===== src/source/fetch_pkg.sv =====
package fetch_pkg;

    // ========================================
    // widths and basic types
    // ========================================
    localparam int XLEN = 32;

    typedef logic [XLEN-1:0] xlen_t;    // instruction or byte address

    localparam xlen_t PC_STEP = 32'd4;  // one 32-bit instruction, no compressed

    // ========================================
    // configuration command opcodes
    // ========================================
    typedef enum logic [1:0] {
        CFG_LOAD_WORD = 2'd0,   // write one instruction word into imem
        CFG_SET_BOOT  = 2'd1,   // latch the boot pc
        CFG_RUN       = 2'd2,   // start fetching at the boot pc
        CFG_HALT      = 2'd3    // stop and drop in-flight items
    } cfg_op_e;

    // ========================================
    // branch classes seen by the predictor
    // ========================================
    typedef enum logic [1:0] {
        BR_NONE      = 2'd0,    // not a control transfer we predict
        BR_JAL       = 2'd1,    // unconditional, always taken
        BR_COND_BACK = 2'd2,    // negative offset, assume loop, taken
        BR_COND_FWD  = 2'd3     // positive offset, not taken
    } br_class_e;

    // rv32i major opcodes, inst[6:0]
    localparam logic [6:0] OPC_JAL    = 7'b110_1111;
    localparam logic [6:0] OPC_BRANCH = 7'b110_0011;

endpackage


===== src/source/fetch_cfg_regs.sv =====
`timescale 1ns/1ns

module fetch_cfg_regs
    import fetch_pkg::*;
#(
    parameter int IMEM_AW = 10
) (
    input  logic               clk,
    input  logic               resetn,

    // host command port
    input  logic               cfg_valid_i,
    input  cfg_op_e            cfg_op_i,
    input  logic [IMEM_AW-1:0] cfg_addr_i,
    input  xlen_t              cfg_data_i,
    output logic               cfg_ready_o,

    // imem write port
    output logic               mem_we_o,
    output logic [IMEM_AW-1:0] mem_waddr_o,
    output xlen_t              mem_wdata_o,

    // fetch control
    output logic               run_o,
    output logic               start_o,
    output xlen_t              boot_pc_o
);

    logic               run_q;
    logic               start_q;
    xlen_t              boot_pc_q;
    logic               we_q;
    logic [IMEM_AW-1:0] waddr_q;
    xlen_t              wdata_q;

    logic cmd_acc;                      // command taken this cycle
    logic halt_acc;

    // ========================================
    // handshake
    // ========================================
    // halted: take anything. running: only a halt gets through
    assign cfg_ready_o = !run_q || (cfg_op_i == CFG_HALT);
    assign cmd_acc     = cfg_valid_i && cfg_ready_o;
    assign halt_acc    = cmd_acc && (cfg_op_i == CFG_HALT);

    // ========================================
    // command decode
    // ========================================
    always_ff @(posedge clk) begin
        if (!resetn) begin
            run_q     <= 1'b0;
            start_q   <= 1'b0;
            boot_pc_q <= '0;
            we_q      <= 1'b0;
        end else begin
            start_q <= cmd_acc && (cfg_op_i == CFG_RUN);         // single cycle
            we_q    <= cmd_acc && (cfg_op_i == CFG_LOAD_WORD);
            if (cmd_acc && (cfg_op_i == CFG_SET_BOOT)) begin
                boot_pc_q <= cfg_data_i;
            end
            if (halt_acc) begin
                run_q <= 1'b0;
            end else if (cmd_acc && (cfg_op_i == CFG_RUN)) begin
                run_q <= 1'b1;
            end
        end
    end

    // write payload, qualified by we_q
    always_ff @(posedge clk) begin
        waddr_q <= cfg_addr_i;
        wdata_q <= cfg_data_i;
    end

    assign mem_we_o    = we_q;
    assign mem_waddr_o = waddr_q;
    assign mem_wdata_o = wdata_q;
    assign start_o     = start_q;
    assign boot_pc_o   = boot_pc_q;
    assign run_o       = run_q && !halt_acc;    // drops in the halt cycle itself

endmodule


===== config.mk =====
export PLATFORM = sky130hd
export DESIGN_NAME = fetch_cfg_regs
export DESIGN_NICKNAME = d
export VERILOG_FILES = /design/src/source/fetch_pkg.sv /design/src/source/fetch_cfg_regs.sv
export SDC_FILE = /design/constraint.sdc
export NUM_CORES = 1
export LEC_CHECK = 0
export ABC_AREA = 1
export BUFFER_PORTS_ARGS = -buffer_cell sky130_fd_sc_hd__buf_2
export CORE_UTILIZATION = 39
export CTS_CLUSTER_DIAMETER = 80
export DETAILED_ROUTE_END_ITERATION = 16
export HOLD_SLACK_MARGIN = 0.1
export PLACE_DENSITY = 0.74
export SLEW_MARGIN = 15
export SYNTH_ARGS = -nofsm -noshare
export SYNTH_HDL_FRONTEND = slang
export SYNTH_SLANG_ARGS = --single-unit

===== constraint.sdc =====
create_clock -name clk -period 1.2 [get_ports clk]
set_input_delay 0.12 -clock clk [delete_from_list [all_inputs] [get_ports clk]]
set_output_delay 0.12 -clock clk [all_outputs]
set_load 0.03 [all_outputs]

==> results.toml, run 1 <==
[logic_synthesis]
syn_nets = 309
yosysSeqAreaShare_pct = 67.3
yosys_warnings = 0
yosysTopAreaCellShare_pct = 67.3
synth_top_family_by_area = "simple AND/OR/NAND/NOR gates"
synthTopCellsByArea = "dfxtp_1, nand2_1, nor2_1, inv_1, buf_6"
synth_fa_ha_area_share_pct = 0
synth-simple-area-share_pct = 23.3
synth-xor-area-share_pct = 0
avgSynthCellArea_um2 = 8.74
synth_compound_area_share_pct = 0.437
yosysTopAreaCell = "dfxtp_1"
synthMuxAreaShare_pct = 0
syn_inst = 262
syn_area_um2 = 2290
synth_cell_types = 13
synth-seq-cells = 77

[finish]
insertedDiodeCount = 0
drive_above_1_share_pct = 32.7
utilization_pct = 65.9
area_delta_synth_final_pct = 60.4
fin_nets = 482
seq_area_um2 = 1540
final_cell_mix = "buf_2, dfxtp_1, nand2_1, nor2_1, dlygate4sd3_1"
finalInstanceArea_um2 = 3670
mostFrequentLayoutCell = "buf_2"
fillers = 453
stdcell_count = 512
multi_input_area_um2 = 544

[clock_tree]
clkTransAtPathRegs_ns = 0.07
htreeDepth = 3
cts_inserted_buffers = 9
worstSkewPairLatency_ns = 0.35
clock_path_buffers = 2
cts.root.buffer_cell = "clkbuf_8"
cts_tree = "built"
clock_sinks = 77
post_cts_buffers = 0

[place]
dp_cells = 451
placed_area_um2 = 3000
pre_cts_slack_ns = 0.117
dp_hpwl_mm = 3.34
portBuffers = 124
place.gp.congestion = 0.732

[timing]
rsz0062_at_grt = "true"
slew-limit-headroom_pct = 75.4
slew_violations = 0
setup_ws_ns = 0.0958
setup_viol = 0
tightest_slew_ns = 0.368
final_hold_viol_count = 0
hold_slack_ns = 0.136
skew_ns = 0.00537
period_needed_ns = 1.10
setup_tns_ns = 0
timing.final.crit_share_pct = 92.0
clock.fmax_ghz = 0.906

[drt]
wire_per_inst_um = 10.7
drt_iter0_drc = 64
drt_drc_violations_left = 0
first_pass_iters = 4
routed_via_density = 4.09
vias = 2094
ant_nets = 0
routed_wl_mm = 5.45

[floorplan]
die_y_um = 78.6
ioPinCount = 125
die_area_um2 = 6180
num_rows = 27
core_area_um2 = 5570
start_util_pct = 41.1
die_w_um = 78.6

[grt]
grt.busiest_layer = "met2"
grt_pass1_wl_mm = 9.04
antenna_found_initial = 0
use_met2_pct = 33.8
use_met1_pct = 19.6
grt_pass1_vias = 2094
globalRouteOverflowTotal = 0
grt_max_degree = 35
grtUsageTotal_pct = 19.1
use_met3_pct = 6.98

[setup_path]
ff2ff_path_depth = 6
slowest_stage = "dfxtp_1"
path_cells = "nand2_1 > inv_1 > clkbuf_4"
cp_top_family = "flip-flops"
worstSetupEndpointType = "primary output"
reg2reg_to = "boot_pc_o[26]"
cp_num_buf_inv = 2
crit_required_ns = 1.08
critPathLaunchType = "flop"
ff2ff_setup_slack_ns = 0.11
path_class = "reg -> out"
crit_arrival_ns = 0.98
r2r_start = "run_q"
cp_max_fo = 3
slowest_delay_ns = 0.34

[min_path]
holdPathStages = 4
hold_path.class = "in -> reg"
hold_end = "mem_we_o"
hold_start = "cfg_op_i[0]"

[pwr]
ir_drop_uv = 946
p_leak_nw = 2.00
powerDensity_nw_per_um2 = 1560
total_power_mw = 5.72

[status]
status = "complete, no violations"

[job]
drv_cap = 0
tightest hold or removal path, stage by stage:
cell	delay (ns)
buf_2	0.12
inv_1	0.07
nand4_1	0.09
nor2_1	0.04
cells in the mapped netlist:
master / number
dfxtp_1: 77
nand2_1: 66
nor2_1: 66
inv_1: 36
buf_2: 4
buf_6: 3
clkbuf_1: 3
nand4_1: 2
a21oi_1: 1
inv_2: 1
nand3_1: 1
nand4_4: 1
o21ai_0: 1
state kept, by name (all words and copies together), names as in the netlist:
register and count:
mem_wdata_o 32, boot_pc_o 32, start_o 1, run_q 1, mem_waddr_o 10, mem_we_o 1
logic make-up (layout without fill, tap and decap cells):
kind of cell           Yosys count  in the layout
AO/OA/AOI/OAI                    2              2
flip-flops                      77             77
buffers and inverters           47            225
AND/OR/NAND/NOR                136            136
power breakdown:
| group | switching, mW | internal [mW] |
|---|---|---|
| clock network | 0.929 | 1.23 |
| registers | 0.0455 | 2.69 |
| logic | 0.508 | 0.313 |
| total | 1.48 | 4.24 |
area by class of cell:
class / instances / share of cell area (%)
multi-input cells: 138 / 14.8
inverters: 37 / 3.78
well taps: 72 / 2.45
clock inverters: 5 / 2.28
repair buffers: 172 / 30.9
clock buffers: 11 / 3.85
flip-flops and latches: 77 / 42.0
metal layers:
layer,share of wire [%],up-vias
met4,1.9,0
met2,49,86
met1,40,894
li1,-,1105
met3,8.8,9
met5,0,-
worst max-delay path by stage:
stage	cells after the start	endpoint	from	slack, ns
after global routing	3	run_o	run_q	-0.02
final	3	run_o	run_q	0.1
after global placement	6	boot_pc_o[20]	run_q	0.20
after detailed placement	6	boot_pc_o[26]	run_q	0.12
after CTS	6	boot_pc_o[26]	run_q	0.09
after floorplan	5	boot_pc_o[10]	run_q	0.19
timing repair:
item	CTS	global route
hold buffers	45	0
setup endpoints to repair	0	3
gates resized for setup	0	1
endpoints found under the hold margin	76	0
Power figures use the tool's default switching activity.
==> inputs of run 2 (changes only) <==
- CORE_UTILIZATION: 39 -> 40
- PLACE_DENSITY: 0.74 -> 0.76
==> run 2 against run 1 <==
  * First-iteration DRC count is 39% lower
  * Via count rose by 1.7%
  * Worst hold slack got worse by 0.0072 ns
  * Critical path depth did not move
  * Setup slack improved by 0.013 ns
  * Sequential share of layout area increased by 0.37 points
  * Wire length is 2.3% higher
  * Non-clock buffer count decreased by 1
  * Largest cell class unchanged
==> results.toml, run 2 (same netlist as run 1, synthesis figures left out) <==
[pwr]
ir_drop_uv = 995
internal-power_mw = 4.21
powerDensity_nw_per_um2 = 1550
seqPwrFrac_pct = 48.5
power_frac_comb_pct = 14.5
power_switching_mw = 1.43
p_sw_share_pct = 25.4
clockPowerShare_pct = 37.0
p_leak_nw = 1.99

[clock_tree]
clock_path_buffers = 2
cts_inserted_buffers = 9
cts.root.buffer_cell = "clkbuf_8"
worstSkewPairLatency_ns = 0.34
clock_sinks = 77
cts_tree = "built"
htreeDepth = 3
clkTransAtPathRegs_ns = 0.07

[floorplan]
ioPinCount = 125
die_area_um2 = 6030
num_rows = 27
die_y_um = 77.7
start_util_pct = 41.6
die_w_um = 77.7
core_area_um2 = 5510

[timing]
setup_tns_ns = 0
skew_ns = 0.00590
tightest_slew_ns = 0.313
clock.fmax_ghz = 0.917
period_needed_ns = 1.09
timing.final.crit_share_pct = 90.9
rsz0062_at_grt = "false"
setup_viol = 0
final_hold_viol_count = 0
slew_violations = 0
slew-limit-headroom_pct = 79.2

[drt]
first_pass_iters = 4
routed_wl_mm = 5.58
routed_via_density = 4.17
drt_drc_violations_left = 0
vias = 2129
wire_per_inst_um = 10.9
drt_iter0_drc = 39
ant_nets = 0

[finish]
area_delta_synth_final_pct = 59.0
final_cell_mix = "buf_2, dfxtp_1, nand2_1, nor2_1, dlygate4sd3_1"
fillers = 436
insertedDiodeCount = 0
seq_area_um2 = 1540
drive_above_1_share_pct = 32.6
multi_input_area_um2 = 544
fin_nets = 481
mostFrequentLayoutCell = "buf_2"
finalInstanceArea_um2 = 3640

[setup_path]
crit_arrival_ns = 0.97
path_cells = "nand2_1 > inv_1 > buf_2"
worstSetupEndpointType = "primary output"
path_class = "reg -> out"
critPathLaunchType = "flop"
slowest_stage = "dfxtp_1"
slowest_delay_ns = 0.35
cp_max_fo = 3
crit_required_ns = 1.08

[place]
dp_hpwl_mm = 3.30
place.gp.congestion = 0.707
placed_area_um2 = 2980
portBuffers = 124

[grt]
grt.busiest_layer = "met2"
use_met2_pct = 35.0
grt_max_degree = 37
antenna_found_initial = 0
use_met1_pct = 18.9
grt_pass1_vias = 2084
globalRouteOverflowTotal = 0
grtUsageTotal_pct = 19.2
grt_pass1_wl_mm = 8.86
use_met3_pct = 6.59

[status]
status = "complete, no violations"

[min_path]
hold_path.class = "in -> reg"

[job]
drv_cap = 0
-- run 2: what timing repair did --
item | CTS | global route
hold endpoints to repair | 76 | 0
buffers inserted | 0 | 0
gates resized for setup | 0 | 1
hold buffers | 44 | 0
setup endpoints to repair | 0 | 14
-- run 2: stage by stage --
stage	setup WS [ns]	hold WS, ns	utilization (%)	std cells	power (mW)
2_1_floorplan	0.191	0.148	-	262	3.24
3_3_place_gp	0.132	0.222	54.2	451	3.48
3_5_place_dp	0.0691	0.224	54.2	451	3.49
4_1_cts	0.0596	0.103	66.1	510	5.69
5_1_grt	0.00965	0.129	66.1	510	5.88
6_report	0.109	0.129	66.1	510	5.64
-- run 2: area by class of cell --
| cell class | count | area share [%] |
|---|---|---|
| clock buffers | 11 | 3.88 |
| clock inverters | 4 | 1.99 |
| inverters | 37 | 3.81 |
| multi-input cells | 138 | 14.9 |
| flip-flops and latches | 77 | 42.3 |
| well taps | 72 | 2.47 |
| repair buffers | 171 | 30.5 |
-- run 2: power groups by stage --
stage	combinational, mW	sequential (mW)	clock, mW
3_5_place_dp	0.699	2.79	0
5_1_grt	0.881	2.75	2.25
3_3_place_gp	0.688	2.79	0
2_1_floorplan	0.167	3.07	0
6_report	0.816	2.74	2.09
4_1_cts	0.811	2.74	2.15
-- run 2: worst paths after layout --
| kind | start | to | slack [ns] | cells after the start |
|---|---|---|---|---|
| worst max-delay path | run_q | run_o | 0.11 | 3 |
| worst min-delay path | cfg_valid_i | start_o | 0.13 | 3 |
| worst max register to register | run_q | boot_pc_o[17] | 0.12 | 6 |
| worst min register to register | boot_pc_o[1] | boot_pc_o[1] | 0.51 | 4 |
-- run 2: critical path: cells and delay by family, from the launching register on --
kind | cells | cell delay, ns
flops | 1 | 0.35
buf+inv | 2 | 0.24
simple gates | 1 | 0.06
-- run 2: layer usage --
| metal | wire length, um | share of wire (%) |
|---|---|---|
| met5 | 0 | 0 |
| met3 | 450 | 8.1 |
| met4 | 114 | 2.0 |
| met2 | 2710 | 49 |
| met1 | 2300 | 41 |
