## src/source/fetch_pkg.sv

```systemverilog
package fetch_pkg;

    // ========================================
    // widths and basic types
    // ========================================
    localparam int XLEN = 32;

    typedef logic [XLEN-1:0] xlen_t;    // instruction or byte address

    localparam xlen_t PC_STEP = 32'd4;  // one 32-bit instruction, no compressed

    // ========================================
    // configuration command opcodes
    // ========================================
    typedef enum logic [1:0] {
        CFG_LOAD_WORD = 2'd0,   // write one instruction word into imem
        CFG_SET_BOOT  = 2'd1,   // latch the boot pc
        CFG_RUN       = 2'd2,   // start fetching at the boot pc
        CFG_HALT      = 2'd3    // stop and drop in-flight items
    } cfg_op_e;

    // ========================================
    // branch classes seen by the predictor
    // ========================================
    typedef enum logic [1:0] {
        BR_NONE      = 2'd0,    // not a control transfer we predict
        BR_JAL       = 2'd1,    // unconditional, always taken
        BR_COND_BACK = 2'd2,    // negative offset, assume loop, taken
        BR_COND_FWD  = 2'd3     // positive offset, not taken
    } br_class_e;

    // rv32i major opcodes, inst[6:0]
    localparam logic [6:0] OPC_JAL    = 7'b110_1111;
    localparam logic [6:0] OPC_BRANCH = 7'b110_0011;

endpackage

```

## src/source/branch_predict.sv

```systemverilog
`timescale 1ns/1ns

module branch_predict
    import fetch_pkg::*;
(
    input  logic  valid_i,              // output item present
    input  logic  ready_i,              // consumer takes it this cycle
    input  xlen_t pc_i,
    input  xlen_t inst_i,
    output logic  redirect_o,
    output xlen_t redirect_target_o,
    output logic  pred_taken_o
);

    br_class_e br_class;
    xlen_t     imm_j;                   // jal offset
    xlen_t     imm_b;                   // conditional branch offset
    xlen_t     offset;
    logic      taken;

    // ========================================
    // classify
    // ========================================
    always_comb begin
        case (inst_i[6:0])
            OPC_JAL: begin
                br_class = BR_JAL;
            end
            OPC_BRANCH: begin
                // sign bit of the b-immediate tells the direction
                br_class = inst_i[31] ? BR_COND_BACK : BR_COND_FWD;
            end
            default: begin
                br_class = BR_NONE;
            end
        endcase
    end

    // ========================================
    // immediates
    // ========================================
    // j-type: imm[20|10:1|11|19:12] in inst[31:12]
    assign imm_j = {{12{inst_i[31]}}, inst_i[19:12], inst_i[20],
                    inst_i[30:21], 1'b0};

    // b-type: imm[12|10:5] in inst[31:25], imm[4:1|11] in inst[11:7]
    assign imm_b = {{20{inst_i[31]}}, inst_i[7], inst_i[30:25],
                    inst_i[11:8], 1'b0};

    // ========================================
    // backward taken, forward not taken
    // ========================================
    always_comb begin
        case (br_class)
            BR_JAL: begin
                taken  = 1'b1;
                offset = imm_j;
            end
            BR_COND_BACK: begin
                taken  = 1'b1;
                offset = imm_b;
            end
            default: begin
                taken  = 1'b0;          // fwd branch and plain words fall through
                offset = PC_STEP;
            end
        endcase
    end

    // target is the predicted next pc, pc+4 when not taken
    assign redirect_target_o = pc_i + offset;
    assign pred_taken_o      = valid_i && taken;
    assign redirect_o        = pred_taken_o && ready_i;   // only on transfer

endmodule

```

## config.mk

```make
export PLATFORM = sky130hd
export DESIGN_NAME = branch_predict
export DESIGN_NICKNAME = d
export VERILOG_FILES = /design/src/source/fetch_pkg.sv /design/src/source/branch_predict.sv
export SDC_FILE = /design/constraint.sdc
export NUM_CORES = 1
export LEC_CHECK = 0
export BUFFER_PORTS_ARGS = -buffer_cell sky130_fd_sc_hd__buf_2
export CORE_MARGIN = 1
export CORE_UTILIZATION = 53
export DETAILED_ROUTE_END_ITERATION = 8
export PLACE_DENSITY = 0.91
export SYNTH_ARGS = -nofsm -noshare
export SYNTH_HDL_FRONTEND = slang
export SYNTH_SLANG_ARGS = --single-unit
```

## constraint.sdc

```tcl
create_clock -name vclk -period 10.3
set_clock_uncertainty 0.15 [all_clocks]
set_input_delay 2.06 -clock vclk [all_inputs]
set_output_delay 2.06 -clock vclk [all_outputs]
set_load 0.03 [all_outputs]
```

==> results.yml, run 1 <==
critical_path:
  worst_setup_path_end_kind: "output port"
  crit_arrival_ps: 6020
  crit_type: "in2out"
  start_kind: "input pin"
  crit_required_ps: 8090
  worst-path-max-fanout: 15
final_layout:
  fillers: 299
  syn_to_final_growth_pct: 26.0
  clkbuf_count: 0
  drive_above_1_share_pct: 28.3
  nFlopsAndLatches: 0
  seq_area_sq_um: 0
  fin_nets: 476
  layout_common_cells: "buf_2 (98), a21oi_1 (41), ha_1 (32)"
  final_common_cell: "buf_2"
  fin_util_pct: 71.9
  antenna_cells: 0
outcome:
  outcome: "finished clean"
floorplanning:
  rows: 21
  dieHeight_microns: 62.9
  die_w_microns: 62.9
  io_pins: 100
  initial_utilization_pct: 57.0
  core_sq_um: 3440
  design.die.area_sq_um: 3950
route:
  drt_iter0_drc: 198
  dr.pass1.iters: 5
  route.detailed.drc: 0
  wirelength_microns: 5570
  drt-wirelength-per-cell_microns: 13.2
  vias_per_cell: 5.98
  ant_nets: 0
  vias: 2518
logic_synthesis:
  synth-warning-count: 0
  synth_nets: 385
  ys_seq_area_share_pct: 0
  syn_area_per_cell_sq_um: 6.86
  syn-cell-area_sq_um: 1960
  syn_inst: 286
  synth.distinct_cells: 49
worst_hold_path:
  holdPathEnd: "redirect_target_o[0]"
  whs_path_depth: 0
  min_from: "pc_i[0]"
  hp-class: "in2out"
timing:
  finalMaxSlewViolations: 0
  tns_ps: 0
  relSlewSlack_pct: 63.6
  period_share_pct: 79.9
  worstMarginPinSlew_ps: 545
  finalCriticalPeriod_ps: 8230
  rsz0062_at_grt: "false"
  hold_viol_final: 0
  max_freq_ghz: 0.122
  report.final.setup_viol: 0
  hold_ws_ps: 3970
clock_network:
  cts_setup_buffers: 0
  cts_resized: 0
  hold_buffers: 0
grt:
  grt_usage_pct: 27.1
  grt_pass1_vias: 2202
  grt_max_degree: 16
  overflow: 0
  grt_pass1_wl_microns: 9270
  antenna_found_initial: 0
power:
  p_leak_nw: 1.27
  total_power_uw: 67.0
  vdd_drop_max_v: 0.0000119
  power_density_nw_per_um2: 27.1
placement:
  dp_hpwl_microns: 4750
  place_congestion: 0.924
  portBuffers: 98
flow_run:
  max_cap_violations: 0
## cell type report
cell class	count	area (sq um)	share of cell area, %
repair buffers	98	490	19.8
well taps	46	57.6	2.33
inverters	11	41.3	1.67
multi-input cells	266	1880	76.2
## power breakdown
group	internal, mW	total, mW	switching (mW)
clock network	0	0	0
logic	0.0260	0.0670	0.0409
registers	0	0	0
total	0.0260	0.0670	0.0409
## layer usage
metal  up-vias  global-route usage, %  wire length [microns]  share of wire [%]
met3         6                  0.912                    362                6.5
li1       1246                      -                      -                  -
met1      1150                   35.4                   2440                 44
met2       116                   51.1                   2740                 49
met4         0                  0.581                     29               0.52
met5         -                      0                      0                  0
## cells in the mapped netlist, drive strengths merged, types with 3 or more instances
master	count	area [sq um]
nand2	28	105
nor2b	7	43.8
nor2	17	63.8
and3	4	25.0
a21o	9	67.6
a31oi	3	18.8
a21oi	41	205
nand4	4	25.0
nor3	8	40.0
o31ai	3	22.5
o211ai	4	30.0
a22oi	4	30.0
o21ai	21	105
o21a	5	37.5
inv	11	41.3
o211a	3	30.0
xor2	10	87.6
clkbuf	8	30.0
nand3	4	20.0
nand2b	3	18.8
a221o	3	30.0
ha	32	400
and2	9	56.3
xnor2	17	149
## through the flow
stage          cell area, sq um  std cells  worst slack [ps]
2_1_floorplan              1960        286              2330
3_3_place_gp               2470        421              2260
3_5_place_dp               2470        421              2100
4_1_cts                    2470        421              2100
5_1_grt                    2470        421              1850
6_report                   2470        421              2070
## logic make-up (layout without fill, tap and decap cells)
kind of cell | count (synthesis) | in the layout | share of synthesized area [%]
fa+ha+maj | 33 | 33 | 21.4
xor+xnor | 27 | 27 | 12.0
simple gates | 93 | 93 | 23.6
buf+inv | 20 | 109 | 4.02
compound gates | 113 | 113 | 38.9
## worst max-delay path, stage by stage
cell and delay [ps]:
buf_2 90, nor2b_1 100, nand4_1 130, or3_1 350
ha_1 560, o21ba_2 260, and2_1 170, ha_1 360
nand3_1 110, a2bb2oi_1 160, o21a_1 240, o211a_1 270
o41ai_4 320, or4b_1 480, o211ai_1 130, buf_2 230
## worst max-delay path by stage
| stage | cells past startpoint | slack (ps) | end | startpoint |
|---|---|---|---|---|
| floorplan | 15 | 2330 | redirect_target_o[29] | inst_i[6] |
| global placement | 16 | 2260 | redirect_target_o[19] | inst_i[4] |
| detailed placement | 16 | 2100 | redirect_target_o[24] | inst_i[4] |
| CTS | 16 | 2100 | redirect_target_o[24] | inst_i[4] |
| global route | 16 | 1850 | redirect_target_o[19] | inst_i[6] |
| finish | 16 | 2070 | redirect_target_o[24] | inst_i[4] |
Power figures use the tool's default switching activity.
==> run 2: changes to the inputs <==
Settings changed: CORE_UTILIZATION 53 to 44, PLACE_DENSITY 0.91 to 0.81.
Clock period 10.3 ns to 7.3 ns, I/O delays scaled along.
==> run 2 against run 1 <==
Net effect:
- non-clock buffer count grew 1
- routed wire length is 3.7% lower
- cell area grew 0.51%
- largest power group unchanged
==> results.yml, run 2 (synthesis results as in run 1) <==
outcome:
  outcome: "finished clean"
worst_hold_path:
  min_from: "pc_i[0]"
  whs_path_depth: 0
  hp-class: "in2out"
  holdPathEnd: "redirect_target_o[0]"
flow_run:
  max_cap_violations: 0
clock_network:
  cts_setup_buffers: 0
  cts_resized: 0
  hold_buffers: 0
power:
  vdd_drop_max_v: 0.0000169
  total_power_uw: 93.8
  power_density_nw_per_um2: 37.7
  p_leak_nw: 1.27
floorplanning:
  die_w_microns: 68.8
  initial_utilization_pct: 47.4
  dieHeight_microns: 68.8
  core_sq_um: 4140
  design.die.area_sq_um: 4730
  rows: 23
  io_pins: 100
final_layout:
  clkbuf_count: 0
  final_common_cell: "buf_2"
  seq_area_sq_um: 0
  antenna_cells: 0
  drive_above_1_share_pct: 28.5
  fin_nets: 477
  nFlopsAndLatches: 0
  syn_to_final_growth_pct: 26.6
  layout_common_cells: "buf_2 (98), a21oi_1 (41), ha_1 (32)"
timing:
  worstMarginPinSlew_ps: 509
  rsz0062_at_grt: "false"
  finalCriticalPeriod_ps: 6880
  report.final.setup_viol: 0
  finalMaxSlewViolations: 0
  period_share_pct: 94.3
  hold_viol_final: 0
  tns_ps: 0
  max_freq_ghz: 0.145
  relSlewSlack_pct: 66.0
grt:
  grt_max_degree: 15
  overflow: 0
  grt_pass1_vias: 2102
  grt_usage_pct: 22.8
  antenna_found_initial: 0
  grt_pass1_wl_microns: 8750
route:
  wirelength_microns: 5370
  drt_iter0_drc: 128
  dr.pass1.iters: 4
  drt-wirelength-per-cell_microns: 12.6
  route.detailed.drc: 0
  vias_per_cell: 5.73
  vias: 2441
  ant_nets: 0
critical_path:
  worst-path-max-fanout: 14
  crit_type: "in2out"
  critPathLaunch: "inst_i[4]"
  crit_arrival_ps: 5270
  critical_path_buf_inv_count: 2
  crit_required_ps: 5690
  cpLargestDelayFamily: "compound AO/OA/AOI/OAI gates"
  crit_chain: "buf_2 > nor2b_1 > nand4_1 > or3_1 > ha_1 > a22oi_1 > nor2_1 > ha_1 > fa_1 > a21oi_1 > o211ai_1 > a221o_1 > a31o_1 > a41o_1 > o41ai_2 > xnor2_1 > buf_2"
  start_kind: "input pin"
  worst-path-stages: 17
  worst_setup_path_end_kind: "output port"
  slowest_delay_ps: 410
  critPathSlowestCell: "a221o_1"
placement:
  dp_hpwl_microns: 4610
  place_congestion: 0.899
  portBuffers: 98
run 2: changes by cell type in the layout (fill, tap and decap cells not counted), sizes merged:
cell  delta
buf      +1
run 2: how the worst max path moves through the flow:
stage,endpoint
after global placement,redirect_target_o[19]
after floorplan,redirect_target_o[29]
after CTS,redirect_target_o[19]
after global routing,redirect_target_o[31]
after detailed placement,redirect_target_o[19]
final,redirect_target_o[19]
run 2: final cells by class:
type | instances | area (sq um)
multi-input cells | 266 | 1880
fillers | 416 | 1660
repair buffers | 99 | 498
well taps | 50 | 62.6
inverters | 11 | 41.3
run 2: layer usage:
metal / vias up / wire length, microns / track usage, %
li1: 1255 / - / -
met1: 1110 / 2580 / 31.0
met2: 76 / 2550 / 41.4
met3: 0 / 237 / 0.658
met4: 0 / 0 / 1.53
met5: - / 0 / 0
run 2: stage by stage:
step	utilization, %	hold slack, ps	worst slack (ps)	std cells	instance area (sq um)
floorplan	-	2900	534	286	1960
global placement	60.0	2770	513	426	2490
detailed placement	60.0	2770	423	426	2490
CTS	60.0	2770	422	426	2490
global route	60.0	2770	192	426	2490
finish	60.0	2770	418	426	2490
run 2: power by group:
group	switching, mW	total [mW]	internal [mW]
combinational	0.0570	0.0938	0.0368
clock	0	0	0
sequential	0	0	0
total	0.0570	0.0938	0.0368
==> run 3: changes to the inputs <==
Clock period 7.3 ns to 6.3 ns, I/O delays scaled along.
==> run 3 against run 2 <==
Net effect:
- clock-buffer cell count is the same
- die area stayed put
- first-iteration DRC count shrank 13%
- flip-flop and latch count unchanged
- critical endpoint unchanged
- worst setup slack got worse by 320 ps
==> results.yml, run 3 (synthesis results as in run 1) <==
grt:
  grt_pass1_wl_microns: 9210
  grt_max_degree: 10
  antenna_found_initial: 0
  grt_pass1_vias: 2289
  overflow: 0
  grt_usage_pct: 24.3
timing:
  max_freq_ghz: 0.161
  hold_viol_final: 0
  period_share_pct: 98.4
  report.final.setup_viol: 0
  relSlewSlack_pct: 72.9
  finalCriticalPeriod_ps: 6200
  finalMaxSlewViolations: 0
  worstMarginPinSlew_ps: 405
route:
  vias: 2557
  wirelength_microns: 6100
  drt_iter0_drc: 112
  drt-wirelength-per-cell_microns: 13.7
  dr.pass1.iters: 4
  vias_per_cell: 5.76
  route.detailed.drc: 0
  ant_nets: 0
clock_network:
  hold_buffers: 0
final_layout:
  antenna_cells: 0
  finalInstanceArea_sq_um: 2690
  seq_area_sq_um: 0
  final_common_cell: "buf_2"
  nFlopsAndLatches: 0
  fin_nets: 495
  drive_above_1_share_pct: 35.0
  stdcell_count: 444
  clkbuf_count: 0
  layout_common_cells: "buf_2 (96), a21oi_1 (39), ha_1 (28)"
  syn_to_final_growth_pct: 37.2
worst_hold_path:
  whs_path_depth: 0
  min_from: "pc_i[0]"
  hp-class: "in2out"
  holdPathEnd: "redirect_target_o[0]"
power:
  p_leak_nw: 1.37
  vdd_drop_max_v: 0.0000223
  power_density_nw_per_um2: 42.7
floorplanning:
  rows: 23
  core_sq_um: 4140
  dieHeight_microns: 68.8
  die_w_microns: 68.8
  io_pins: 100
  design.die.area_sq_um: 4730
  initial_utilization_pct: 47.4
placement:
  dp_hpwl_microns: 5020
  dpl-instance-area_sq_um: 2610
  dpl.cell_count: 441
  portBuffers: 98
  place_congestion: 0.915
outcome:
  outcome: "finished clean"
critical_path:
  crit_type: "in2out"
  crit_arrival_ps: 4790
  start_kind: "input pin"
  worst_setup_path_end_kind: "output port"
  worst-path-max-fanout: 5
  crit_required_ps: 4890
flow_run:
  max_cap_violations: 0
-- run 3: changes by cell type in the layout (fill, tap and decap cells not counted), sizes merged --
cell	previous run	this run
buf	99	117
-- run 3: critical path, cell delays in order --
cell,delay (ps)
buf_2,100
nor2b_1,90
nand4_1,120
or3_4,360
ha_4,180
a22oi_1,160
nor2_1,60
ha_2,190
fa_2,420
a21oi_2,220
o211ai_1,130
a221o_1,360
a31o_1,270
a41o_1,220
o41ai_2,300
xnor2_1,160
buf_4,180
-- run 3: how the worst max path moves through the flow --
stage / startpoint / endpoint / slack [ps]
2_1_floorplan: inst_i[6] / redirect_target_o[19] / 30
3_3_place_gp: inst_i[4] / redirect_target_o[19] / 60
3_5_place_dp: inst_i[4] / redirect_target_o[19] / -5
4_1_cts: inst_i[4] / redirect_target_o[19] / 4
5_1_grt: inst_i[4] / redirect_target_o[19] / -50
6_report: inst_i[4] / redirect_target_o[19] / 100
-- run 3: metal layers --
metal  vias up  GRT usage, %  share of wire, %
met4         0          7.14               2.4
met1      1164          30.5                43
li1       1284             -                 -
met5         -             0                 0
met2        92          44.0                49
met3        17          1.64               5.6
-- run 3: repair_timing --
| item | CTS | global route |
|---|---|---|
| gates resized for setup | 1 | 17 |
| pin swaps | 0 | 8 |
| setup endpoints to repair | 1 | 15 |
| setup buffers | 0 | 3 |
-- run 3: metrics by stage --
step / power [mW] / hold slack, ps / setup TNS, ps / util, % / setup slack [ps]
2_1_floorplan: 0.0705 / 2500 / 0 / - / 34.1
3_3_place_gp: 0.109 / 2370 / 0 / 63.0 / 62.5
5_1_grt: 0.125 / 2370 / -173 / 65.0 / -54.3
4_1_cts: 0.112 / 2370 / 0 / 63.0 / 4.43
3_5_place_dp: 0.111 / 2370 / -5.36 / 63.0 / -5.36
6_report: 0.115 / 2370 / 0 / 65.0 / 99.8
-- run 3: final cells by class --
| type | count | area (sq um) |
|---|---|---|
| Multi-Input combinational cell | 266 | 1950 |
| Tap cell | 50 | 62.6 |
| Timing Repair Buffer | 117 | 638 |
| Inverter | 11 | 41.3 |
| Fill cell | 388 | 1450 |
-- run 3: where the power goes --
group | total (mW) | internal [mW] | switching [mW]
registers | 0 | 0 | 0
logic | 0.115 | 0.0460 | 0.0690
clock network | 0 | 0 | 0
total | 0.115 | 0.0460 | 0.0690
