## config.mk

```make
export PLATFORM = sky130hd
export DESIGN_NAME = fetch_stage
export DESIGN_NICKNAME = d
export VERILOG_FILES = /design/src/source/fetch_pkg.sv /design/src/source/fetch_stage.sv
export SDC_FILE = /design/constraint.sdc
export NUM_CORES = 1
export LEC_CHECK = 0
export ABC_CLOCK_PERIOD_IN_PS = 3200
export BUFFER_PORTS_ARGS = -buffer_cell sky130_fd_sc_hd__buf_2
export CELL_PAD_IN_SITES_DETAIL_PLACEMENT = 0
export CELL_PAD_IN_SITES_GLOBAL_PLACEMENT = 1
export CORE_MARGIN = 2
export CORE_UTILIZATION = 37
export CTS_BUF_LIST = sky130_fd_sc_hd__clkbuf_16
export CTS_CLUSTER_DIAMETER = 80
export DETAILED_ROUTE_END_ITERATION = 12
export GPL_TIMING_DRIVEN = 0
export PLACE_DENSITY_LB_ADDON = 0.15
export SLEW_MARGIN = 5
export SYNTH_ARGS = -nofsm -noshare
export SYNTH_HDL_FRONTEND = slang
export SYNTH_SLANG_ARGS = --single-unit
```

## constraint.sdc

```tcl
create_clock -name clk -period 3.2 [get_ports clk]
set_input_delay 0.32 -clock clk [delete_from_list [all_inputs] [get_ports clk]]
set_output_delay 0.32 -clock clk [all_outputs]
set_load 0.01 [all_outputs]
```

## src/source/fetch_pkg.sv

```systemverilog
package fetch_pkg;

    // ========================================
    // widths and basic types
    // ========================================
    localparam int XLEN = 32;

    typedef logic [XLEN-1:0] xlen_t;    // instruction or byte address

    localparam xlen_t PC_STEP = 32'd4;  // one 32-bit instruction, no compressed

    // ========================================
    // configuration command opcodes
    // ========================================
    typedef enum logic [1:0] {
        CFG_LOAD_WORD = 2'd0,   // write one instruction word into imem
        CFG_SET_BOOT  = 2'd1,   // latch the boot pc
        CFG_RUN       = 2'd2,   // start fetching at the boot pc
        CFG_HALT      = 2'd3    // stop and drop in-flight items
    } cfg_op_e;

    // ========================================
    // branch classes seen by the predictor
    // ========================================
    typedef enum logic [1:0] {
        BR_NONE      = 2'd0,    // not a control transfer we predict
        BR_JAL       = 2'd1,    // unconditional, always taken
        BR_COND_BACK = 2'd2,    // negative offset, assume loop, taken
        BR_COND_FWD  = 2'd3     // positive offset, not taken
    } br_class_e;

    // rv32i major opcodes, inst[6:0]
    localparam logic [6:0] OPC_JAL    = 7'b110_1111;
    localparam logic [6:0] OPC_BRANCH = 7'b110_0011;

endpackage

```

## src/source/fetch_stage.sv

```systemverilog
`timescale 1ns/1ns

module fetch_stage
    import fetch_pkg::*;
#(
    parameter int IMEM_AW = 10
) (
    input  logic               clk,
    input  logic               resetn,
    input  logic               run_i,             // low clears everything in flight
    input  logic               start_i,           // pulse that loads the boot pc
    input  xlen_t              boot_pc_i,
    input  logic               redirect_i,        // taken item is transferring now
    input  xlen_t              redirect_target_i,
    output logic [IMEM_AW-1:0] imem_raddr_o,
    input  xlen_t              imem_rdata_i,
    output logic               valid_o,
    input  logic               ready_i,
    output xlen_t              pc_o,
    output xlen_t              pc_plus4_o,
    output xlen_t              inst_o
);

    xlen_t pc_q;                    // next sequential pc
    logic  req_valid_q;             // a read is outstanding in imem
    xlen_t req_pc_q;                // pc of that read
    logic  out_valid_q;
    xlen_t out_pc_q;
    xlen_t out_pc4_q;
    xlen_t out_inst_q;

    logic  out_free;                // output register can take a new item
    logic  issue;                   // a new pc goes to memory this cycle
    xlen_t issue_pc;

    // ========================================
    // next pc and issue control
    // ========================================
    assign out_free = !out_valid_q || ready_i;
    assign issue    = run_i && (!req_valid_q || out_free);

    // start beats redirect beats sequential
    always_comb begin
        if (start_i) begin
            issue_pc = boot_pc_i;
        end else if (redirect_i) begin
            issue_pc = redirect_target_i;
        end else begin
            issue_pc = pc_q;
        end
    end

    // on a stall the held request address goes out again
    assign imem_raddr_o = issue ? issue_pc[IMEM_AW+1:2] : req_pc_q[IMEM_AW+1:2];

    always_ff @(posedge clk) begin
        if (!resetn) begin
            pc_q <= '0;
        end else if (issue) begin
            pc_q <= issue_pc + PC_STEP;
        end
    end

    // ========================================
    // request register, lines up with imem latency
    // ========================================
    always_ff @(posedge clk) begin
        if (!resetn || !run_i) begin
            req_valid_q <= 1'b0;
        end else if (issue) begin
            req_valid_q <= 1'b1;
        end
    end

    always_ff @(posedge clk) begin
        if (issue) begin
            req_pc_q <= issue_pc;
        end
    end

    // ========================================
    // output register
    // ========================================
    always_ff @(posedge clk) begin
        if (!resetn || !run_i) begin
            out_valid_q <= 1'b0;
        end else if (out_free) begin
            out_valid_q <= req_valid_q && !redirect_i;  // squash wrong path
        end
    end

    always_ff @(posedge clk) begin
        if (out_free && req_valid_q) begin
            out_pc_q   <= req_pc_q;
            out_pc4_q  <= req_pc_q + PC_STEP;
            out_inst_q <= imem_rdata_i;
        end
    end

    assign valid_o    = out_valid_q;
    assign pc_o       = out_pc_q;
    assign pc_plus4_o = out_pc4_q;
    assign inst_o     = out_inst_q;

endmodule

```

==> results of run 1 <==
-- critical path: stages (launching register included) --
cell,delay (ns)
dfxtp_1,0.32
nand3b_1,0.08
nand2_1,0.16
inv_1,0.20
clkbuf_1,0.40
buf_1,0.52
nand2_1,0.11
nand2_1,0.09
buf_2,0.13
-- synth_stat cells (all sizes together) --
| library cell | n | area [um^2] |
|---|---|---|
| edfxtp | 126 | 3780 |
| nand2 | 77 | 292 |
| o21ai | 49 | 302 |
| xnor2 | 46 | 403 |
| dfxtp | 34 | 681 |
| mux2i | 32 | 320 |
| nand3 | 25 | 125 |
| a21oi | 20 | 100 |
| buf | 16 | 135 |
| nor2 | 13 | 48.8 |
| clkbuf | 12 | 46.3 |
| and3 | 11 | 71.3 |
| nor4 | 11 | 131 |
| a211oi | 9 | 67.6 |
| inv | 9 | 33.8 |
| xor2 | 9 | 78.8 |
| nand4 | 8 | 56.3 |
| and4 | 5 | 43.8 |
| and2 | 4 | 25.0 |
| mux2 | 3 | 33.8 |
| nor2b | 3 | 18.8 |
| o21a | 3 | 22.5 |
| ha | 2 | 25.0 |
| nand2b | 2 | 12.5 |
| nor3 | 2 | 10.0 |
| a21boi | 1 | 7.51 |
| a21o | 1 | 7.51 |
| a31oi | 1 | 6.26 |
| nand3b | 1 | 7.51 |
| nand4b | 1 | 23.8 |
| nor3b | 1 | 7.51 |
| nor4b | 1 | 15.0 |
| nor4bb | 1 | 10.0 |
-- power breakdown --
part / switching, mW / internal, mW
Combinational: 0.301 / 0.217
Clock: 0.916 / 1.19
Sequential: 0.0654 / 2.39
-- layout make-up --
type,count,area [um^2]
multi-input cells,342,2270
repair buffers,208,1080
clock buffers,17,425
well taps,234,293
fillers,1711,9630
inverters,9,33.8
plain buffers,28,183
clock inverters,15,194
diodes,1,2.50
flip-flops and latches,160,4460
-- layout by cell type (no fill, tap or decap), types with 10 or more instances in the layout --
| cell type | count |
|---|---|
| a21oi_1 | 20 |
| buf_2 | 211 |
| clkbuf_1 | 10 |
| clkbuf_16 | 17 |
| dfxtp_1 | 34 |
| edfxtp_1 | 126 |
| mux2i_1 | 32 |
| nand2_1 | 76 |
| nand3_1 | 25 |
| nor2_1 | 13 |
| nor4_2 | 10 |
| o21ai_0 | 23 |
| o21ai_1 | 17 |
| xnor2_1 | 46 |
-- flip-flops by register name, indices dropped and copies added, names as in the netlist --
signal	count
pc_plus4_o	30
valid_o	1
inst_o	32
req_pc_q	32
pc_q	32
req_valid_q	1
pc_o	32
-- metrics by stage --
| stage | setup WS [ns] | utilization | TNS [ns] | instance area [um^2] | instances |
|---|---|---|---|---|---|
| 6_report | 0.448 | 0.482 | 0 | 8950 | 1014 |
| 5_1_grt | 0.204 | 0.481 | 0 | 8950 | 1013 |
| 4_1_cts | 0.394 | 0.481 | 0 | 8950 | 1013 |
| 3_5_place_dp | 0.440 | 0.448 | 0 | 8330 | 981 |
| 3_3_place_gp | -0.721 | 0.445 | -80.33 | 8280 | 979 |
| 2_1_floorplan | 0.135 | - | 0 | 6950 | 539 |
-- worst paths after layout --
kind	slack, ns	to	start
hold / removal	0.06	inst_o[5]	imem_rdata_i[5]
setup / recovery	0.45	imem_raddr_o[7]	valid_o
hold reg to reg	0.44	pc_o[1]	req_pc_q[1]
setup reg to reg	0.56	pc_plus4_o[31]	req_pc_q[4]
-- cell families after synthesis --
kind of cell / after synthesis / share of synthesized area
AO/OA/AOI/OAI: 84 / 0.0738
XOR/XNOR: 55 / 0.0693
adder cells (fa/ha/maj): 2 / 0.00360
buffers and inverters: 37 / 0.0310
flip-flops: 160 / 0.642
multiplexers: 35 / 0.0509
AND/OR/NAND/NOR: 166 / 0.129
-- layer usage --
| layer | share of wire | routed length (um) | global-route usage |
|---|---|---|---|
| met2 | 0.46 | 8140 | 0.280 |
| met5 | 0.00067 | 12 | 0 |
| met1 | 0.47 | 8390 | 0.253 |
| met4 | 0.014 | 248 | 0.0568 |
| met3 | 0.060 | 1080 | 0.0455 |
==> results by group, run 1 <==
Clock tree
  – TritonCTS clock tree: built
  – TritonCTS buffer count: 17
  – CTS Hold Buffers Added: 0
  – Clk_lat worst skew: approximately 0.42 ns
  – H-tree Lvls: 4
  – Clk pin slew, worst setup/hold paths: 0.07 ns
  – Root Driver: clkbuf_16
  – Post-CTS setup buffers: 0
  – Cts repair resizes: 0
  – Clk sink count: 160
  – Max clock buf depth: 2

Global route
  – First-pass GRT wire length: 27,400 um
  – All-Layer GR Usage: 0.182
  – Largest net degree at the start of global routing: between 50 and 60
  – Vias in the first global route: approximately 5,000
  – Grt ovf: 0
  – Initial antenna violation count: 2

Pwr
  – Max VDD drop: approximately 0.00035 V
  – Static Leakage: approximately 3.6 nW
  – Total power: 5.08 mW
  – Cell Pwr Density: 568 nW/um^2

Timing
  – Min cycle time layout: about 2.8 ns
  – Clock Skew: about 0.009 ns
  – Setup Viol. Count Final: 0
  – Fmax: 0.363 GHz
  – Max-slew violations: 0
  – Min Hold Slack: between 0.06 and 0.07 ns
  – Slew at the pin with the worst max-slew slack: approximately 0.63 ns
  – Slew headroom: 0.583
  – RSZ-0062 raised after global routing: false
  – Final Hold Viols: 0
  – Final period util: 0.860

Logic synthesis
  – Netlist Area Pre-Place: between 6000 and 7000 um^2
  – Seq/Total Area, Yosys: 0.642
  – Synth Area per Inst: roughly 13 um^2
  – Netlist cell types: 48
  – Mapped Cells: approximately 540
  – Synth warnings: 0
  – Syn nets: about 640
  – #FFs+latches synth: 160

Setup path
  – Worst setup EP type: primary output
  – R2R depth: 8
  – Crit Path Class: reg -> out
  – Crit path required time: 2.88 ns
  – CP arrival: between 2 and 2.5 ns
  – Crit path launch type: flop
  – CP Max Fanout: 10

Place
  – Final Wtd Congestion: between 0.8 and 0.9
  – IO buf count: a little over 200
  – Post-DP HPWL: around 13,000 um

Drt
  – Starting DRT DRC Count: 226
  – First-pass DRT Iterations: 4
  – Vias: around 5,000
  – Antenna-violating nets left: 0
  – Post-route DRC: 0
  – DR vias/cell: just under 5
  – Avg WL per Cell: between 15 and 20 um
  – Routed Wire Length: around 18,000 um

Min path
  – HP Class: in -> reg
  – Worst Hold Depth: 1

Floorplan
  – Die area: ~20,000 um^2
  – Die height: about 140 um
  – Die X: ~140 um
  – Top Ports: 209
  – Row cnt: 50
  – Starting Density: 0.374
  – Core box area: around 19,000 um^2

Job
  – Max_cap viols: 0

Layout
  – Nets: between 800 and 900
  – Share of post-route cells with drive strength above 1: 0.367
  – Layout overhead on the synthesized area: 28.7%

Outcome
  – Status: complete, no violations
No activity file was read; power rests on OpenSTA's default activity.
==> run 2: changes to the inputs <==
--- a/config.mk
+++ b/config.mk
@@ -15,7 +15,7 @@
 export CTS_CLUSTER_DIAMETER = 80
 export DETAILED_ROUTE_END_ITERATION = 12
 export GPL_TIMING_DRIVEN = 0
-export PLACE_DENSITY_LB_ADDON = 0.15
+export PLACE_DENSITY = 0.8
 export SLEW_MARGIN = 5
 export SYNTH_ARGS = -nofsm -noshare
 export SYNTH_HDL_FRONTEND = slang
==> results by group, run 2 (same netlist as run 1, synthesis figures left out) <==
Drt
  – Antenna-violating nets left: 0
  – Vias: 4,892
  – Starting DRT DRC Count: 247
  – Avg WL per Cell: 16.7 um
  – First-pass DRT Iterations: 4
  – Routed Wire Length: between 15,000 and 20,000 um
  – DR vias/cell: 4.82
  – Post-route DRC: 0

Global route
  – Vias in the first global route: 4,679
  – Met1 Track Usage GR: 0.236
  – All-Layer GR Usage: 0.171
  – Initial antenna violation count: 2
  – Met2 Usage GRT: 0.263
  – Met3 usage: 0.0520
  – Grt ovf: 0
  – First-pass GRT wire length: ~26,000 um
  – Largest net degree at the start of global routing: between 50 and 60
  – Top Usage Layer GRT: met2

Floorplan
  – Die area: approximately 20,000 um^2
  – Top Ports: between 200 and 250
  – Core box area: around 19,000 um^2
  – Starting Density: 0.374
  – Die X: 141 um
  – Die height: roughly 140 um
  – Row cnt: 50

Layout
  – Fillers: between 1,500 and 2,000
  – Most frequent cells in the layout: 211 x buf_2, 126 x edfxtp_1, 76 x nand2_1
  – Share of post-route cells with drive strength above 1: 0.365
  – Most common cell after layout, fill and taps aside: buf_2
  – Final Core Density: 0.479
  – Nets: 870
  – Multi-input logic area: between 2000 and 2500 um^2
  – Register Area: around 4500 um^2
  – Layout overhead on the synthesized area: 28.1%

Timing
  – Final period util: 0.857
  – Clock Skew: 0.00705 ns
  – Slew at the pin with the worst max-slew slack: ~0.62 ns
  – Max-slew violations: 0
  – Setup Viol. Count Final: 0
  – Final WS setup: approximately 0.46 ns
  – Slew headroom: 0.589
  – Fmax: between 0.3 and 0.4 GHz
  – Final Hold Viols: 0
  – Min cycle time layout: 2.74 ns
  – RSZ-0062 raised after global routing: false

Clock tree
  – Clk sink count: 160
  – Clk_lat worst skew: ~0.42 ns
  – Clk pin slew, worst setup/hold paths: 0.06 ns
  – Cts repair resizes: 0
  – CTS Hold Buffers Added: 0
  – Max clock buf depth: 2
  – TritonCTS clock tree: built
  – H-tree Lvls: 4
  – Root Driver: clkbuf_16
  – Post-CTS setup buffers: 0
  – TritonCTS buffer count: 17

Job
  – Max_cap viols: 0

Pwr
  – Static Leakage: ~3.6 nW
  – Cell Pwr Density: ~560 nW/um^2
  – Max VDD drop: approximately 0.00037 V

Place
  – Post-DP HPWL: around 12,000 um
  – IO buf count: between 200 and 250
  – Final Wtd Congestion: 0.770
  – Dpl ws: about 0.47 ns

Setup path
  – Worst setup EP type: primary output
  – Crit Path Class: reg -> out
  – CP arrival: between 2 and 2.5 ns
  – R2R Setup Slk: 0.55 ns
  – CP Max Fanout: 10
  – Crit path required time: approximately 2.9 ns
  – Crit path launch type: flop

Outcome
  – Status: complete, no violations

Min path
  – HP Class: in -> reg
[run 2: metrics by stage]
step | setup TNS, ns | hold slack [ns] | power, mW | std cells | cell area (um^2)
floorplan | 0 | 0.400 | 2.79 | 539 | 6950
global placement | -90.81 | 0.438 | 3.01 | 979 | 8280
detailed placement | 0 | 0.437 | 3.02 | 981 | 8330
CTS | 0 | 0.0530 | 5.00 | 1013 | 8900
global route | 0 | 0.0524 | 5.14 | 1013 | 8900
finish | 0 | 0.0753 | 4.95 | 1014 | 8900
[run 2: area by class of cell]
cell class | count | area share
Multi-Input combinational cell | 342 | 0.256
Tap cell | 234 | 0.0329
Clock inverter | 15 | 0.0166
Clock buffer | 17 | 0.0478
Timing Repair Buffer | 208 | 0.121
Antenna cell | 1 | 0.000281
Inverter | 9 | 0.00379
Buffer | 28 | 0.0205
Sequential cell | 160 | 0.501
[run 2: critical path: stages, from the launching register on]
cell	delay [ns]
dfxtp_1	0.33
nand3b_1	0.08
nand2_1	0.16
inv_1	0.19
clkbuf_1	0.45
buf_1	0.48
nand2_1	0.12
nand2_1	0.07
buf_2	0.12
[run 2: per-layer routing]
| metal | routed length [um] | part of all wire |
|---|---|---|
| met5 | 0 | 0 |
| met2 | 7780 | 0.46 |
| met4 | 187 | 0.011 |
| met3 | 1210 | 0.071 |
| met1 | 7790 | 0.46 |
[run 2: final timing paths]
| check | cells after the start | startpoint | endpoint |
|---|---|---|---|
| worst min-delay path | 1 | imem_rdata_i[23] | inst_o[23] |
| worst max-delay path | 8 | req_valid_q | imem_raddr_o[7] |
| worst min register to register | 0 | req_pc_q[0] | pc_o[0] |
| worst max register to register | 8 | req_pc_q[4] | pc_plus4_o[31] |
[run 2: power by group]
part / internal (mW) / switching [mW] / total, mW / leakage, nW
sequential: 2.39 / 0.0670 / 2.45 / 1.49
combinational: 0.217 / 0.295 / 0.511 / 1.79
clock: 1.10 / 0.882 / 1.98 / 0.283
total: 3.70 / 1.24 / 4.95 / 3.56
==> run 3: changes to the inputs <==
--- a/config.mk
+++ b/config.mk
@@ -5,7 +5,7 @@
 export SDC_FILE = /design/constraint.sdc
 export NUM_CORES = 1
 export LEC_CHECK = 0
-export ABC_CLOCK_PERIOD_IN_PS = 3200
+export ABC_CLOCK_PERIOD_IN_PS = 2500
 export BUFFER_PORTS_ARGS = -buffer_cell sky130_fd_sc_hd__buf_2
 export CELL_PAD_IN_SITES_DETAIL_PLACEMENT = 0
 export CELL_PAD_IN_SITES_GLOBAL_PLACEMENT = 1
==> constraint.sdc (replaced) <==
create_clock -name clk -period 2.5 [get_ports clk]
set_input_delay 0.25 -clock clk [delete_from_list [all_inputs] [get_ports clk]]
set_output_delay 0.25 -clock clk [all_outputs]
set_load 0.01 [all_outputs]
==> results by group, run 3 (same netlist as run 1, synthesis figures left out) <==
Outcome
  – Status: complete, no violations

Floorplan
  – Row cnt: 50
  – Die height: between 100 and 150 um
  – Die X: roughly 140 um
  – Die area: roughly 20,000 um^2
  – Top Ports: between 200 and 250
  – Starting Density: 0.374
  – Core box area: 18,600 um^2

Clock tree
  – Root Driver: clkbuf_16
  – TritonCTS clock tree: built
  – H-tree Lvls: 4
  – Clk pin slew, worst setup/hold paths: roughly 0.060 ns
  – Clk sink count: 160
  – TritonCTS buffer count: 17
  – Clk_lat worst skew: 0.42 ns
  – Max clock buf depth: 2

Place
  – IO buf count: between 200 and 250
  – Post-DP HPWL: approximately 13,000 um
  – Final Wtd Congestion: about 0.77

Drt
  – First-pass DRT Iterations: 5
  – DR vias/cell: approximately 4.8
  – Avg WL per Cell: 16.9 um
  – Post-route DRC: 0
  – Routed Wire Length: around 18,000 um
  – Starting DRT DRC Count: between 200 and 250
  – Antenna-violating nets left: 0
  – Vias: ~5,000

Setup path
  – Worst setup EP type: flop
  – CP Max Fanout: 6
  – CP arrival: approximately 2.5 ns
  – Crit path required time: roughly 2.7 ns
  – Crit path launch type: flop
  – Crit Path Class: reg -> reg

Layout
  – Nets: between 900 and 1,000
  – Layout overhead on the synthesized area: 32.8%
  – Multi-input logic area: roughly 2300 um^2
  – Share of post-route cells with drive strength above 1: 0.358
  – Register Area: about 4500 um^2
  – Most common cell after layout, fill and taps aside: buf_2
  – Fillers: between 1,500 and 2,000
  – Most frequent cells in the layout: 212 x buf_2, 126 x edfxtp_1, 76 x nand2_1

Timing
  – RSZ-0062 raised after global routing: false
  – Clock Skew: about 0.0071 ns
  – Fmax: approximately 0.43 GHz
  – Final Hold Viols: 0
  – Slew at the pin with the worst max-slew slack: between 0.6 and 0.7 ns
  – Setup Viol. Count Final: 0
  – Slew headroom: 0.589
  – Final setup TNS: 0 ns
  – Min Hold Slack: ~0.069 ns
  – Min cycle time layout: around 2.3 ns
  – Final period util: 0.924
  – Max-slew violations: 0

Pwr
  – Max VDD drop: 0.000425 V
  – Static Leakage: roughly 3.7 nW
  – Cell Pwr Density: just under 700 nW/um^2
  – Total power: roughly 6.3 mW

Min path
  – HP Class: in -> reg

Global route
  – Vias in the first global route: roughly 5,000
  – Largest net degree at the start of global routing: 52
  – First-pass GRT wire length: approximately 27,000 um
  – All-Layer GR Usage: 0.179
  – Initial antenna violation count: 3
  – Grt ovf: 0

Job
  – Max_cap viols: 0
-- run 3: changes by cell type in the layout (fill, tap and decap cells not counted), sizes merged --
cell,delta
inv,-4
diode,+4
clkbuf,-1
clkinvlp,+1
dlygate4sd3,+32
clkinv,+3
-- run 3: path summary, 6_finish.rpt --
path | startpoint | to | slack (ns) | depth (start not counted)
max | req_pc_q[4] | pc_plus4_o[31] | 0.19 | 7
min | run_i | req_valid_q | 0.07 | 2
max reg2reg | req_pc_q[4] | pc_plus4_o[31] | 0.19 | 7
min reg2reg | req_pc_q[1] | pc_o[1] | 0.44 | 0
-- run 3: layout make-up --
type | instances | share of cell area
timing repair buffer | 240 | 0.152
buffer | 27 | 0.0197
antenna | 5 | 0.00136
tap | 234 | 0.0317
sequential | 160 | 0.484
clock inverter | 15 | 0.0145
clock buffer | 17 | 0.0461
inverter | 9 | 0.00366
multi-input combinational | 342 | 0.248
-- run 3: worst max-delay path, stage by stage, from the launching register on --
cell      delay [ns]
edfxtp_1        0.48
and3_1          0.22
and2_1          0.17
and4_2          0.35
nor2b_4         0.24
and3_1          0.28
nand4_1         0.17
xnor2_1         0.15
-- run 3: report_power, final --
group | total [mW] | switching, mW | internal [mW]
registers | 3.14 | 0.0837 | 3.06
logic | 0.699 | 0.388 | 0.311
clock network | 2.47 | 1.09 | 1.38
-- run 3: timing repair --
| item | in CTS | in global routing |
|---|---|---|
| buffers inserted | 0 | 0 |
| cloned | 0 | 0 |
| endpoints found under the hold margin | 31 | 1 |
| hold buffers | 31 | 1 |
| gates resized for setup | 4 | 3 |
| endpoints found under the setup margin | 7 | 7 |
-- run 3: metal layers --
layer | routed length, um | vias up | track usage | share of wire
li1 | - | 2494 | - | -
met1 | 7990 | 2363 | 0.233 | 0.45
met2 | 8420 | 163 | 0.290 | 0.47
met3 | 1090 | 20 | 0.0513 | 0.062
met4 | 245 | 2 | 0.0542 | 0.014
met5 | 11 | - | 0 | 0.00062
-- run 3: stage by stage --
step | utilization | area, um^2 | worst slack (ns) | std cells
2_1_floorplan | - | 6950 | 0.0320 | 539
3_3_place_gp | 0.445 | 8280 | -0.919 | 979
3_5_place_dp | 0.448 | 8330 | -0.254 | 981
4_1_cts | 0.495 | 9200 | 0.0567 | 1043
5_1_grt | 0.496 | 9220 | 0.00637 | 1045
6_report | 0.497 | 9230 | 0.189 | 1049
